`src/design/soc_ctrl_pkg.sv`:
```
/*
 * shared widths, address map, register offsets and bus types of the
 * soc control block, taken by wildcard import in each module header
 */
package soc_ctrl_pkg;

  // ----------------------------------------
  // widths
  // ----------------------------------------
  localparam int unsigned NrHarts = 4;
  localparam int unsigned BusAw   = 32;
  localparam int unsigned BusDw   = 32;

  typedef logic [BusAw-1:0]   bus_addr_t;
  typedef logic [BusDw-1:0]   bus_data_t;
  typedef logic [NrHarts-1:0] hart_vec_t; // one bit per hart

  // ----------------------------------------
  // address map
  // ----------------------------------------
  localparam bus_addr_t ClintBase   = 32'h0200_0000;
  localparam bus_addr_t ClintLength = 32'h0001_0000;
  localparam bus_addr_t DebugBase   = 32'h0000_0000;
  localparam bus_addr_t DebugLength = 32'h0000_1000;

  // clint offsets
  localparam bus_addr_t MsipOffset     = 32'h0000_0000; // +4 per hart
  localparam bus_addr_t MtimecmpOffset = 32'h0000_4000; // +8 per hart, lo then hi
  localparam bus_addr_t MtimeOffset    = 32'h0000_bff8; // lo then hi

  // debug offsets
  localparam bus_addr_t HaltreqOffset = 32'h0000_0000;

  // harts get this long to run their boot code before a halt can land
  localparam int unsigned DmiDelCycles = 500;
  localparam int unsigned DmiCntW      = $clog2(DmiDelCycles + 1);

  // ----------------------------------------
  // bus types
  // ----------------------------------------
  typedef struct packed {
    logic      valid; // one-cycle strobe
    logic      we;
    bus_addr_t addr;
    bus_data_t wdata;
  } bus_req_t;

  typedef struct packed {
    logic      valid; // pulse, cycle after the strobe
    logic      err;   // unmapped address
    bus_data_t rdata;
  } bus_rsp_t;

  typedef struct packed {
    bus_data_t hi;
    bus_data_t lo;
  } mtime_half_t;

  // 64-bit timer word, counted and compared whole, accessed by halves
  typedef union packed {
    logic [63:0] cnt;
    mtime_half_t w;
  } mtime_word_u;

endpackage
```
`src/design/soc_ctrl_top.sv`:
```
/*
 * control corner of the four-hart subsystem: bus decoder, clint and
 * debug halt control, connected to the outside by one word bus
 */
`timescale 1ns/10ps

module soc_ctrl_top
  import soc_ctrl_pkg::*;
(
  input  logic      clk_i,
  input  logic      ndmreset_n,
  input  logic      rtc_i,
  input  bus_req_t  bus_req_i,
  output bus_rsp_t  bus_rsp_o,
  output hart_vec_t timer_irq_o,
  output hart_vec_t ipi_o,
  output hart_vec_t debug_req_o
);

  bus_req_t    clint_req;
  bus_req_t    dbg_req;
  bus_data_t   clint_rdata;
  bus_data_t   dbg_rdata;
  logic        tick;
  mtime_word_u mtime;
  mtime_word_u mtimecmp [NrHarts];

  // ----------------------------------------
  // bus decode
  // ----------------------------------------
  periph_bus_demux i_demux (
    .clk_i         ( clk_i       ),
    .ndmreset_n    ( ndmreset_n  ),
    .bus_req_i     ( bus_req_i   ),
    .clint_rdata_i ( clint_rdata ),
    .dbg_rdata_i   ( dbg_rdata   ),
    .clint_req_o   ( clint_req   ),
    .dbg_req_o     ( dbg_req     ),
    .bus_rsp_o     ( bus_rsp_o   )
  );

  // ----------------------------------------
  // clint
  // ----------------------------------------
  clint_regs i_clint_regs (
    .clk_i      ( clk_i       ),
    .ndmreset_n ( ndmreset_n  ),
    .req_i      ( clint_req   ),
    .tick_i     ( tick        ),
    .rdata_o    ( clint_rdata ),
    .ipi_o      ( ipi_o       ),
    .mtime_o    ( mtime       ),
    .mtimecmp_o ( mtimecmp    )
  );

  clint_timer i_clint_timer (
    .clk_i       ( clk_i       ),
    .ndmreset_n  ( ndmreset_n  ),
    .rtc_i       ( rtc_i       ),
    .mtime_i     ( mtime       ),
    .mtimecmp_i  ( mtimecmp    ),
    .tick_o      ( tick        ),
    .timer_irq_o ( timer_irq_o )
  );

  // ----------------------------------------
  // debug
  // ----------------------------------------
  debug_ctrl i_debug_ctrl (
    .clk_i       ( clk_i       ),
    .ndmreset_n  ( ndmreset_n  ),
    .req_i       ( dbg_req     ),
    .rdata_o     ( dbg_rdata   ),
    .debug_req_o ( debug_req_o )
  );

endmodule

```
`src/design/debug_ctrl.sv`:
```
/*
 * per-hart halt-request register on the control bus, with a hold-off
 * counter that keeps debug_req_o low while the harts boot after reset
 */
`timescale 1ns/10ps

module debug_ctrl
  import soc_ctrl_pkg::*;
(
  input  logic      clk_i,
  input  logic      ndmreset_n,
  input  bus_req_t  req_i,
  output bus_data_t rdata_o,
  output hart_vec_t debug_req_o
);

  bus_addr_t          off;
  logic               sel;
  hart_vec_t          haltreq_q;
  logic [DmiCntW-1:0] del_cnt_q;

  assign off     = req_i.addr - DebugBase;
  assign sel     = (off == HaltreqOffset);
  assign rdata_o = sel ? {{(BusDw-NrHarts){1'b0}}, haltreq_q} : '0;

  always_ff @(posedge clk_i or negedge ndmreset_n) begin
    if (!ndmreset_n) begin
      haltreq_q <= '0;
    end else if (req_i.valid && req_i.we && sel) begin
      haltreq_q <= req_i.wdata[NrHarts-1:0]; // written whole
    end
  end

  // ----------------------------------------
  // post-reset hold-off
  // ----------------------------------------
  always_ff @(posedge clk_i or negedge ndmreset_n) begin
    if (!ndmreset_n) begin
      del_cnt_q <= DmiCntW'(DmiDelCycles);
    end else if (del_cnt_q != '0) begin
      del_cnt_q <= del_cnt_q - 1'b1; // sticks at zero
    end
  end

  assign debug_req_o = (del_cnt_q == '0) ? haltreq_q : '0;

endmodule

```
`src/design/clint_timer.sv`:
```
/*
 * rtc synchronizer and divide-by-two tick generator for mtime, plus the
 * per-hart compare of mtime against mtimecmp that raises timer_irq_o
 */
`timescale 1ns/10ps

module clint_timer
  import soc_ctrl_pkg::*;
(
  input  logic        clk_i,
  input  logic        ndmreset_n,
  input  logic        rtc_i,
  input  mtime_word_u mtime_i,
  input  mtime_word_u mtimecmp_i [NrHarts],
  output logic        tick_o,
  output hart_vec_t   timer_irq_o
);

  logic [1:0] rtc_sync_q; // two-flop synchronizer
  logic       rtc_prev_q;
  logic       rtc_rise;
  logic       div_q;      // rtc halved
  logic       div_prev_q;

  assign rtc_rise = rtc_sync_q[1] & ~rtc_prev_q;

  // ----------------------------------------
  // rtc sync and divide
  // ----------------------------------------
  always_ff @(posedge clk_i or negedge ndmreset_n) begin
    if (!ndmreset_n) begin
      rtc_sync_q <= '0;
      rtc_prev_q <= 1'b0;
      div_q      <= 1'b0;
      div_prev_q <= 1'b0;
    end else begin
      rtc_sync_q <= {rtc_sync_q[0], rtc_i};
      rtc_prev_q <= rtc_sync_q[1];
      div_prev_q <= div_q;
      if (rtc_rise) begin
        div_q <= ~div_q;
      end
    end
  end

  assign tick_o = div_q & ~div_prev_q; // one pulse per two rtc periods

  // level irq, mtime at or past the hart's compare value
  always_comb begin
    for (int h = 0; h < NrHarts; h++) begin
      timer_irq_o[h] = (mtime_i.cnt >= mtimecmp_i[h].cnt);
    end
  end

endmodule

```
`src/design/clint_regs.sv`:
```
/*
 * clint register file with per-hart msip and mtimecmp and the shared
 * mtime counter, all 32-bit word accessible over the control bus
 */
`timescale 1ns/10ps

module clint_regs
  import soc_ctrl_pkg::*;
(
  input  logic        clk_i,
  input  logic        ndmreset_n,
  input  bus_req_t    req_i,
  input  logic        tick_i,
  output bus_data_t   rdata_o,
  output hart_vec_t   ipi_o,
  output mtime_word_u mtime_o,
  output mtime_word_u mtimecmp_o [NrHarts]
);

  bus_addr_t   off;
  logic        wr;
  logic        mtime_lo_wr;
  logic        mtime_hi_wr;
  hart_vec_t   msip_q;
  mtime_word_u mtime_d;
  mtime_word_u mtime_q;
  mtime_word_u mtimecmp_q [NrHarts];

  assign off         = req_i.addr - ClintBase; // offset inside the region
  assign wr          = req_i.valid & req_i.we;
  assign mtime_lo_wr = wr && (off == MtimeOffset);
  assign mtime_hi_wr = wr && (off == MtimeOffset + 32'd4);

  // ----------------------------------------
  // read mux
  // ----------------------------------------
  always_comb begin
    rdata_o = '0;
    for (int h = 0; h < NrHarts; h++) begin
      if (off == MsipOffset + bus_addr_t'(4 * h)) begin
        rdata_o = {{(BusDw-1){1'b0}}, msip_q[h]};
      end
      if (off == MtimecmpOffset + bus_addr_t'(8 * h)) begin
        rdata_o = mtimecmp_q[h].w.lo;
      end
      if (off == MtimecmpOffset + bus_addr_t'(8 * h + 4)) begin
        rdata_o = mtimecmp_q[h].w.hi;
      end
    end
    if (off == MtimeOffset) begin
      rdata_o = mtime_q.w.lo;
    end
    if (off == MtimeOffset + 32'd4) begin
      rdata_o = mtime_q.w.hi;
    end
  end

  // ----------------------------------------
  // msip and mtimecmp
  // ----------------------------------------
  always_ff @(posedge clk_i or negedge ndmreset_n) begin
    if (!ndmreset_n) begin
      msip_q <= '0;
      for (int h = 0; h < NrHarts; h++) begin
        mtimecmp_q[h] <= '1; // no timer irq out of reset
      end
    end else if (wr) begin
      for (int h = 0; h < NrHarts; h++) begin
        if (off == MsipOffset + bus_addr_t'(4 * h)) begin
          msip_q[h] <= req_i.wdata[0];
        end
        if (off == MtimecmpOffset + bus_addr_t'(8 * h)) begin
          mtimecmp_q[h].w.lo <= req_i.wdata;
        end
        if (off == MtimecmpOffset + bus_addr_t'(8 * h + 4)) begin
          mtimecmp_q[h].w.hi <= req_i.wdata;
        end
      end
    end
  end

  // mtime, a bus write beats a tick in the same cycle
  always_comb begin
    mtime_d = mtime_q;
    if (mtime_lo_wr) begin
      mtime_d.w.lo = req_i.wdata;
    end else if (mtime_hi_wr) begin
      mtime_d.w.hi = req_i.wdata;
    end else if (tick_i) begin
      mtime_d.cnt = mtime_q.cnt + 64'd1;
    end
  end

  always_ff @(posedge clk_i or negedge ndmreset_n) begin
    if (!ndmreset_n) begin
      mtime_q <= '0;
    end else begin
      mtime_q <= mtime_d;
    end
  end

  assign ipi_o      = msip_q;
  assign mtime_o    = mtime_q;
  assign mtimecmp_o = mtimecmp_q;

endmodule

```
`src/design/periph_bus_demux.sv`:
```
/*
 * address decoder of the control bus, steers each strobe to the clint
 * or the debug block and returns a registered response one cycle later
 */
`timescale 1ns/10ps

module periph_bus_demux
  import soc_ctrl_pkg::*;
(
  input  logic      clk_i,
  input  logic      ndmreset_n,
  input  bus_req_t  bus_req_i,
  input  bus_data_t clint_rdata_i,
  input  bus_data_t dbg_rdata_i,
  output bus_req_t  clint_req_o,
  output bus_req_t  dbg_req_o,
  output bus_rsp_t  bus_rsp_o
);

  logic      hit_clint;
  logic      hit_dbg;
  bus_data_t rdata_sel;
  bus_rsp_t  rsp_d;
  bus_rsp_t  rsp_q;

  // half-open region rules
  assign hit_clint = (bus_req_i.addr >= ClintBase) &&
                     (bus_req_i.addr < ClintBase + ClintLength);
  assign hit_dbg   = (bus_req_i.addr >= DebugBase) &&
                     (bus_req_i.addr < DebugBase + DebugLength);

  always_comb begin
    clint_req_o       = bus_req_i;
    clint_req_o.valid = bus_req_i.valid & hit_clint;
    dbg_req_o         = bus_req_i;
    dbg_req_o.valid   = bus_req_i.valid & hit_dbg;
  end

  always_comb begin
    rdata_sel = '0; // unmapped reads as zero
    if (hit_clint) begin
      rdata_sel = clint_rdata_i;
    end else if (hit_dbg) begin
      rdata_sel = dbg_rdata_i;
    end
  end

  always_comb begin
    rsp_d.valid = bus_req_i.valid;
    rsp_d.err   = bus_req_i.valid & ~(hit_clint | hit_dbg);
    rsp_d.rdata = (bus_req_i.valid && !bus_req_i.we) ? rdata_sel : '0;
  end

  always_ff @(posedge clk_i or negedge ndmreset_n) begin
    if (!ndmreset_n) begin
      rsp_q <= '0;
    end else begin
      rsp_q <= rsp_d;
    end
  end

  assign bus_rsp_o = rsp_q;

endmodule

```
`config.mk`:
```
export PLATFORM = sky130hd
export DESIGN_NAME = soc_ctrl_top
export DESIGN_NICKNAME = d
export VERILOG_FILES = /design/src/design/soc_ctrl_pkg.sv /design/src/design/soc_ctrl_top.sv /design/src/design/debug_ctrl.sv /design/src/design/clint_timer.sv /design/src/design/clint_regs.sv /design/src/design/periph_bus_demux.sv
export SDC_FILE = /design/constraint.sdc
export NUM_CORES = 1
export LEC_CHECK = 0
export ABC_AREA = 0
export BUFFER_PORTS_ARGS = -buffer_cell sky130_fd_sc_hd__buf_4
export CAP_MARGIN = 20
export CORE_ASPECT_RATIO = 2
export CORE_MARGIN = 5
export CORE_UTILIZATION = 35
export DETAILED_ROUTE_END_ITERATION = 7
export GPL_ROUTABILITY_DRIVEN = 0
export PLACE_DENSITY = 0.56
export SYNTH_ARGS = -nofsm -noshare
export SYNTH_HDL_FRONTEND = slang
export SYNTH_SLANG_ARGS = --single-unit
```
`constraint.sdc`:
```
create_clock -name clk_i -period 6.72 [get_ports clk_i]
set_input_delay 1.008 -clock clk_i [delete_from_list [all_inputs] [get_ports clk_i]]
set_output_delay 1.008 -clock clk_i [all_outputs]
set_load 0.01 [all_outputs]
```
==> reports/metrics.yaml <==
status: "finished clean"
ys_seq_area_frac: 0.4100
cpPeakStageDelay_ns: 0.67
netlist_instances: 2656
chipWidth_um: 194.2
layout.nets: 3018
end_kind: "output port"
syn-cell-area_um2: 23750
power_frac_seq: 0.468
cts_resized: 0
comb_power_share: 0.088
ys.flop_type: "dfstp_2"
timing.fmax_mhz: 204.5
crit_required_ns: 5.71
finalWirelength_um: 94470
synth-edff-count: 0
regArea_um2: 9737
vdd_drop_max_mv: 0.1404
vias: 20936
pre_cts_ws_ns: 2.327
io_pins: 115
finalCritPeriodShare: 0.7277
ys_top_cells_by_count: "nand2_1, o21ai_0, inv_1, dfstp_2, ha_1"
p_int_mw: 3.658
multi_input_area_um2: 12360
clk_pin_slew_ns: 0.07
antenna_left: 0
fillers: 6845
synth_area_leader_cell: "dfstp_2"
synth_top_area_frac: 0.2899
start_util: 0.3515
drtIter0Drc: 1802
grt_start_max_net_pins: 153
drv_cap: 0
fin_crit_ns: 4.890
clock_latency_ns: 0.56
grt_overflow: 0
place_hpwl_um: 70020
synth_warnings: 0
area.growth.synth_to_final_pct: 12.15
placed_cell_area_um2: 25380
rsz0062_at_grt: "false"
setup_viol: 0
grt_pass1_vias: 21756
power.switching_mw: 1.368
drcViolationCount: 0
wl_per_cell_um: 26.18
coreArea_um2: 67560
cts.path.max_buffers: 3
p_leak_nw: 13.26
cts_buffers: 39
rows: 135
synth_cell_types: 77
postLayoutSetupSlackWorst_ns: 1.830
worstPathArrival_ns: 3.88
crit_type: "reg -> out"
final_area_um2: 26630
path_cells: "ha_1, nand4_1, nor2_1, a221oi_1, nand3_1, a2111oi_0, o21ai_0, a221o_1, buf_4"
slew_headroom: 0.2216
grtUsageTotal: 0.2509
firstDrtPassIters: 8
htreeDepth: 2
fin_tns_setup_ns: 0
io_buffer_count: 114
crit_slowest_cell: "dfrtp_1"
whs_ns: 0.3491
yosysMostFrequentCell: "nand2_1"
critPathTopFamily: "compound AO/OA/AOI/OAI gates"
worstMarginPinSlew_ns: 1.151
post-route-util: 0.3942
grt_pass1_wl_um: 139200
synth-seq-cells: 376
crit_path_max_fanout: 8
diodes: 0
hold_class: "reg -> reg"
rrSetupSlack_ns: 3.38
synth-async-reset-ratio: 1.000
cts_sinks: 376
fin_skew_ns: 0.02451
root_buffer: "clkbuf_16"
power_density_nw_per_um2: 188.7
die_h_um: 378.4
cts_tree: "done"
drive_above_1_share: 0.1931
slew_violations: 0
sw_frac_of_total: 0.2722
finalHoldViolCount: 0
dieArea_um2: 73470
antenna_found_initial: 2
syn_nets: 2984
startpoint_type: "flop"
avgViaCountPerCell: 5.801
crit_buf_inv: 1
synth_area_per_cell_um2: 8.941
hold_buffers: 0
synthTopCellsByArea: "dfstp_2, ha_1, dfrtp_1"
postCtsSetupBuffers: 0
pwr-share-clk: 0.444
==> power by group through the flow <==
stage                     sequential [mW]  combinational, mW  clock [mW]
after floorplan                      2.37              0.199           0
after global placement               2.38              0.421           0
after detailed placement             2.39              0.424           0
after CTS                            2.35              0.426        2.28
after global routing                 2.36              0.472        2.36
final                                2.35              0.443        2.23
==> cells in the final DEF, fill, tap and decap left out, drive strengths merged, types with 79 or more instances in the layout <==
cell	n
inv	270
a21oi	90
dfrtp	114
o21ai	365
dfstp	262
ha	259
nor2	79
nand2	420
buf	151
==> registers in the layout, summed over array words and instances, names as in the netlist <==
register,flops
i_clint_regs.mtimecmp_o,256
i_clint_regs.mtime_o,64
i_demux.bus_rsp_o,34
i_debug_ctrl.del_cnt_q,9
i_clint_regs.ipi_o,4
i_debug_ctrl.haltreq_q,4
i_clint_timer.rtc_sync_q,2
i_clint_timer.div_prev_q,1
i_clint_timer.div_q,1
i_clint_timer.rtc_prev_q,1
==> final timing paths <==
path / start / endpoint / cells past startpoint
min in group asynchronous: ndmreset_n / i_clint_timer.rtc_sync_q[0] / 1
worst max-delay path: i_clint_regs.mtime_o[31] / timer_irq_o[3] / 9
worst min register to register: i_clint_timer.rtc_sync_q[0] / i_clint_timer.rtc_sync_q[1] / 0
max in group asynchronous: ndmreset_n / i_demux.bus_rsp_o[15] / 2
worst min-delay path: i_clint_timer.rtc_sync_q[0] / i_clint_timer.rtc_sync_q[1] / 0
worst max register to register: i_clint_regs.mtime_o[3] / i_clint_regs.mtime_o[61] / 7
==> worst reg2reg max path, stage by stage (launching register included) <==
cell and delay (ns):
dfrtp_1 0.57, nand3_2 0.21, nor3_4 0.53, nand4_2 0.40, nor4_4 0.73, nand3_1 0.40, o211ai_1 0.28, o21ai_1 0.10
==> through the flow <==
step	power, mW	std cells
final	5.026	3609
after global routing	5.186	3609
after CTS	5.060	3608
after detailed placement	2.811	3538
after global placement	2.804	3535
after floorplan	2.570	2656
==> cells by family after synthesis <==
group,count (synthesis),synth area share
AOI/OAI and AO/OA,765,0.2022
xor gates and xnor gates,39,0.01438
adders and majority gates,259,0.1365
buffers and inverters,427,0.07118
DFF,376,0.4100
muxes,19,0.008694
and+or+nand+nor,771,0.1570
==> routing by layer <==
metal  part of all wire  GRT usage
met1               0.33     0.2474
met2               0.51     0.4565
met3              0.045    0.02697
met4               0.12     0.2296
met5                  0          0
==> layout make-up <==
cell class | count | share of cell area
Tap cell | 890 | 0.04181
Timing Repair Buffer | 151 | 0.04426
Sequential cell | 376 | 0.3656
Clock inverter | 15 | 0.006014
Inverter | 269 | 0.03791
Clock buffer | 55 | 0.04040
Multi-Input combinational cell | 1853 | 0.4640
(Power assumes the default switching activity.)
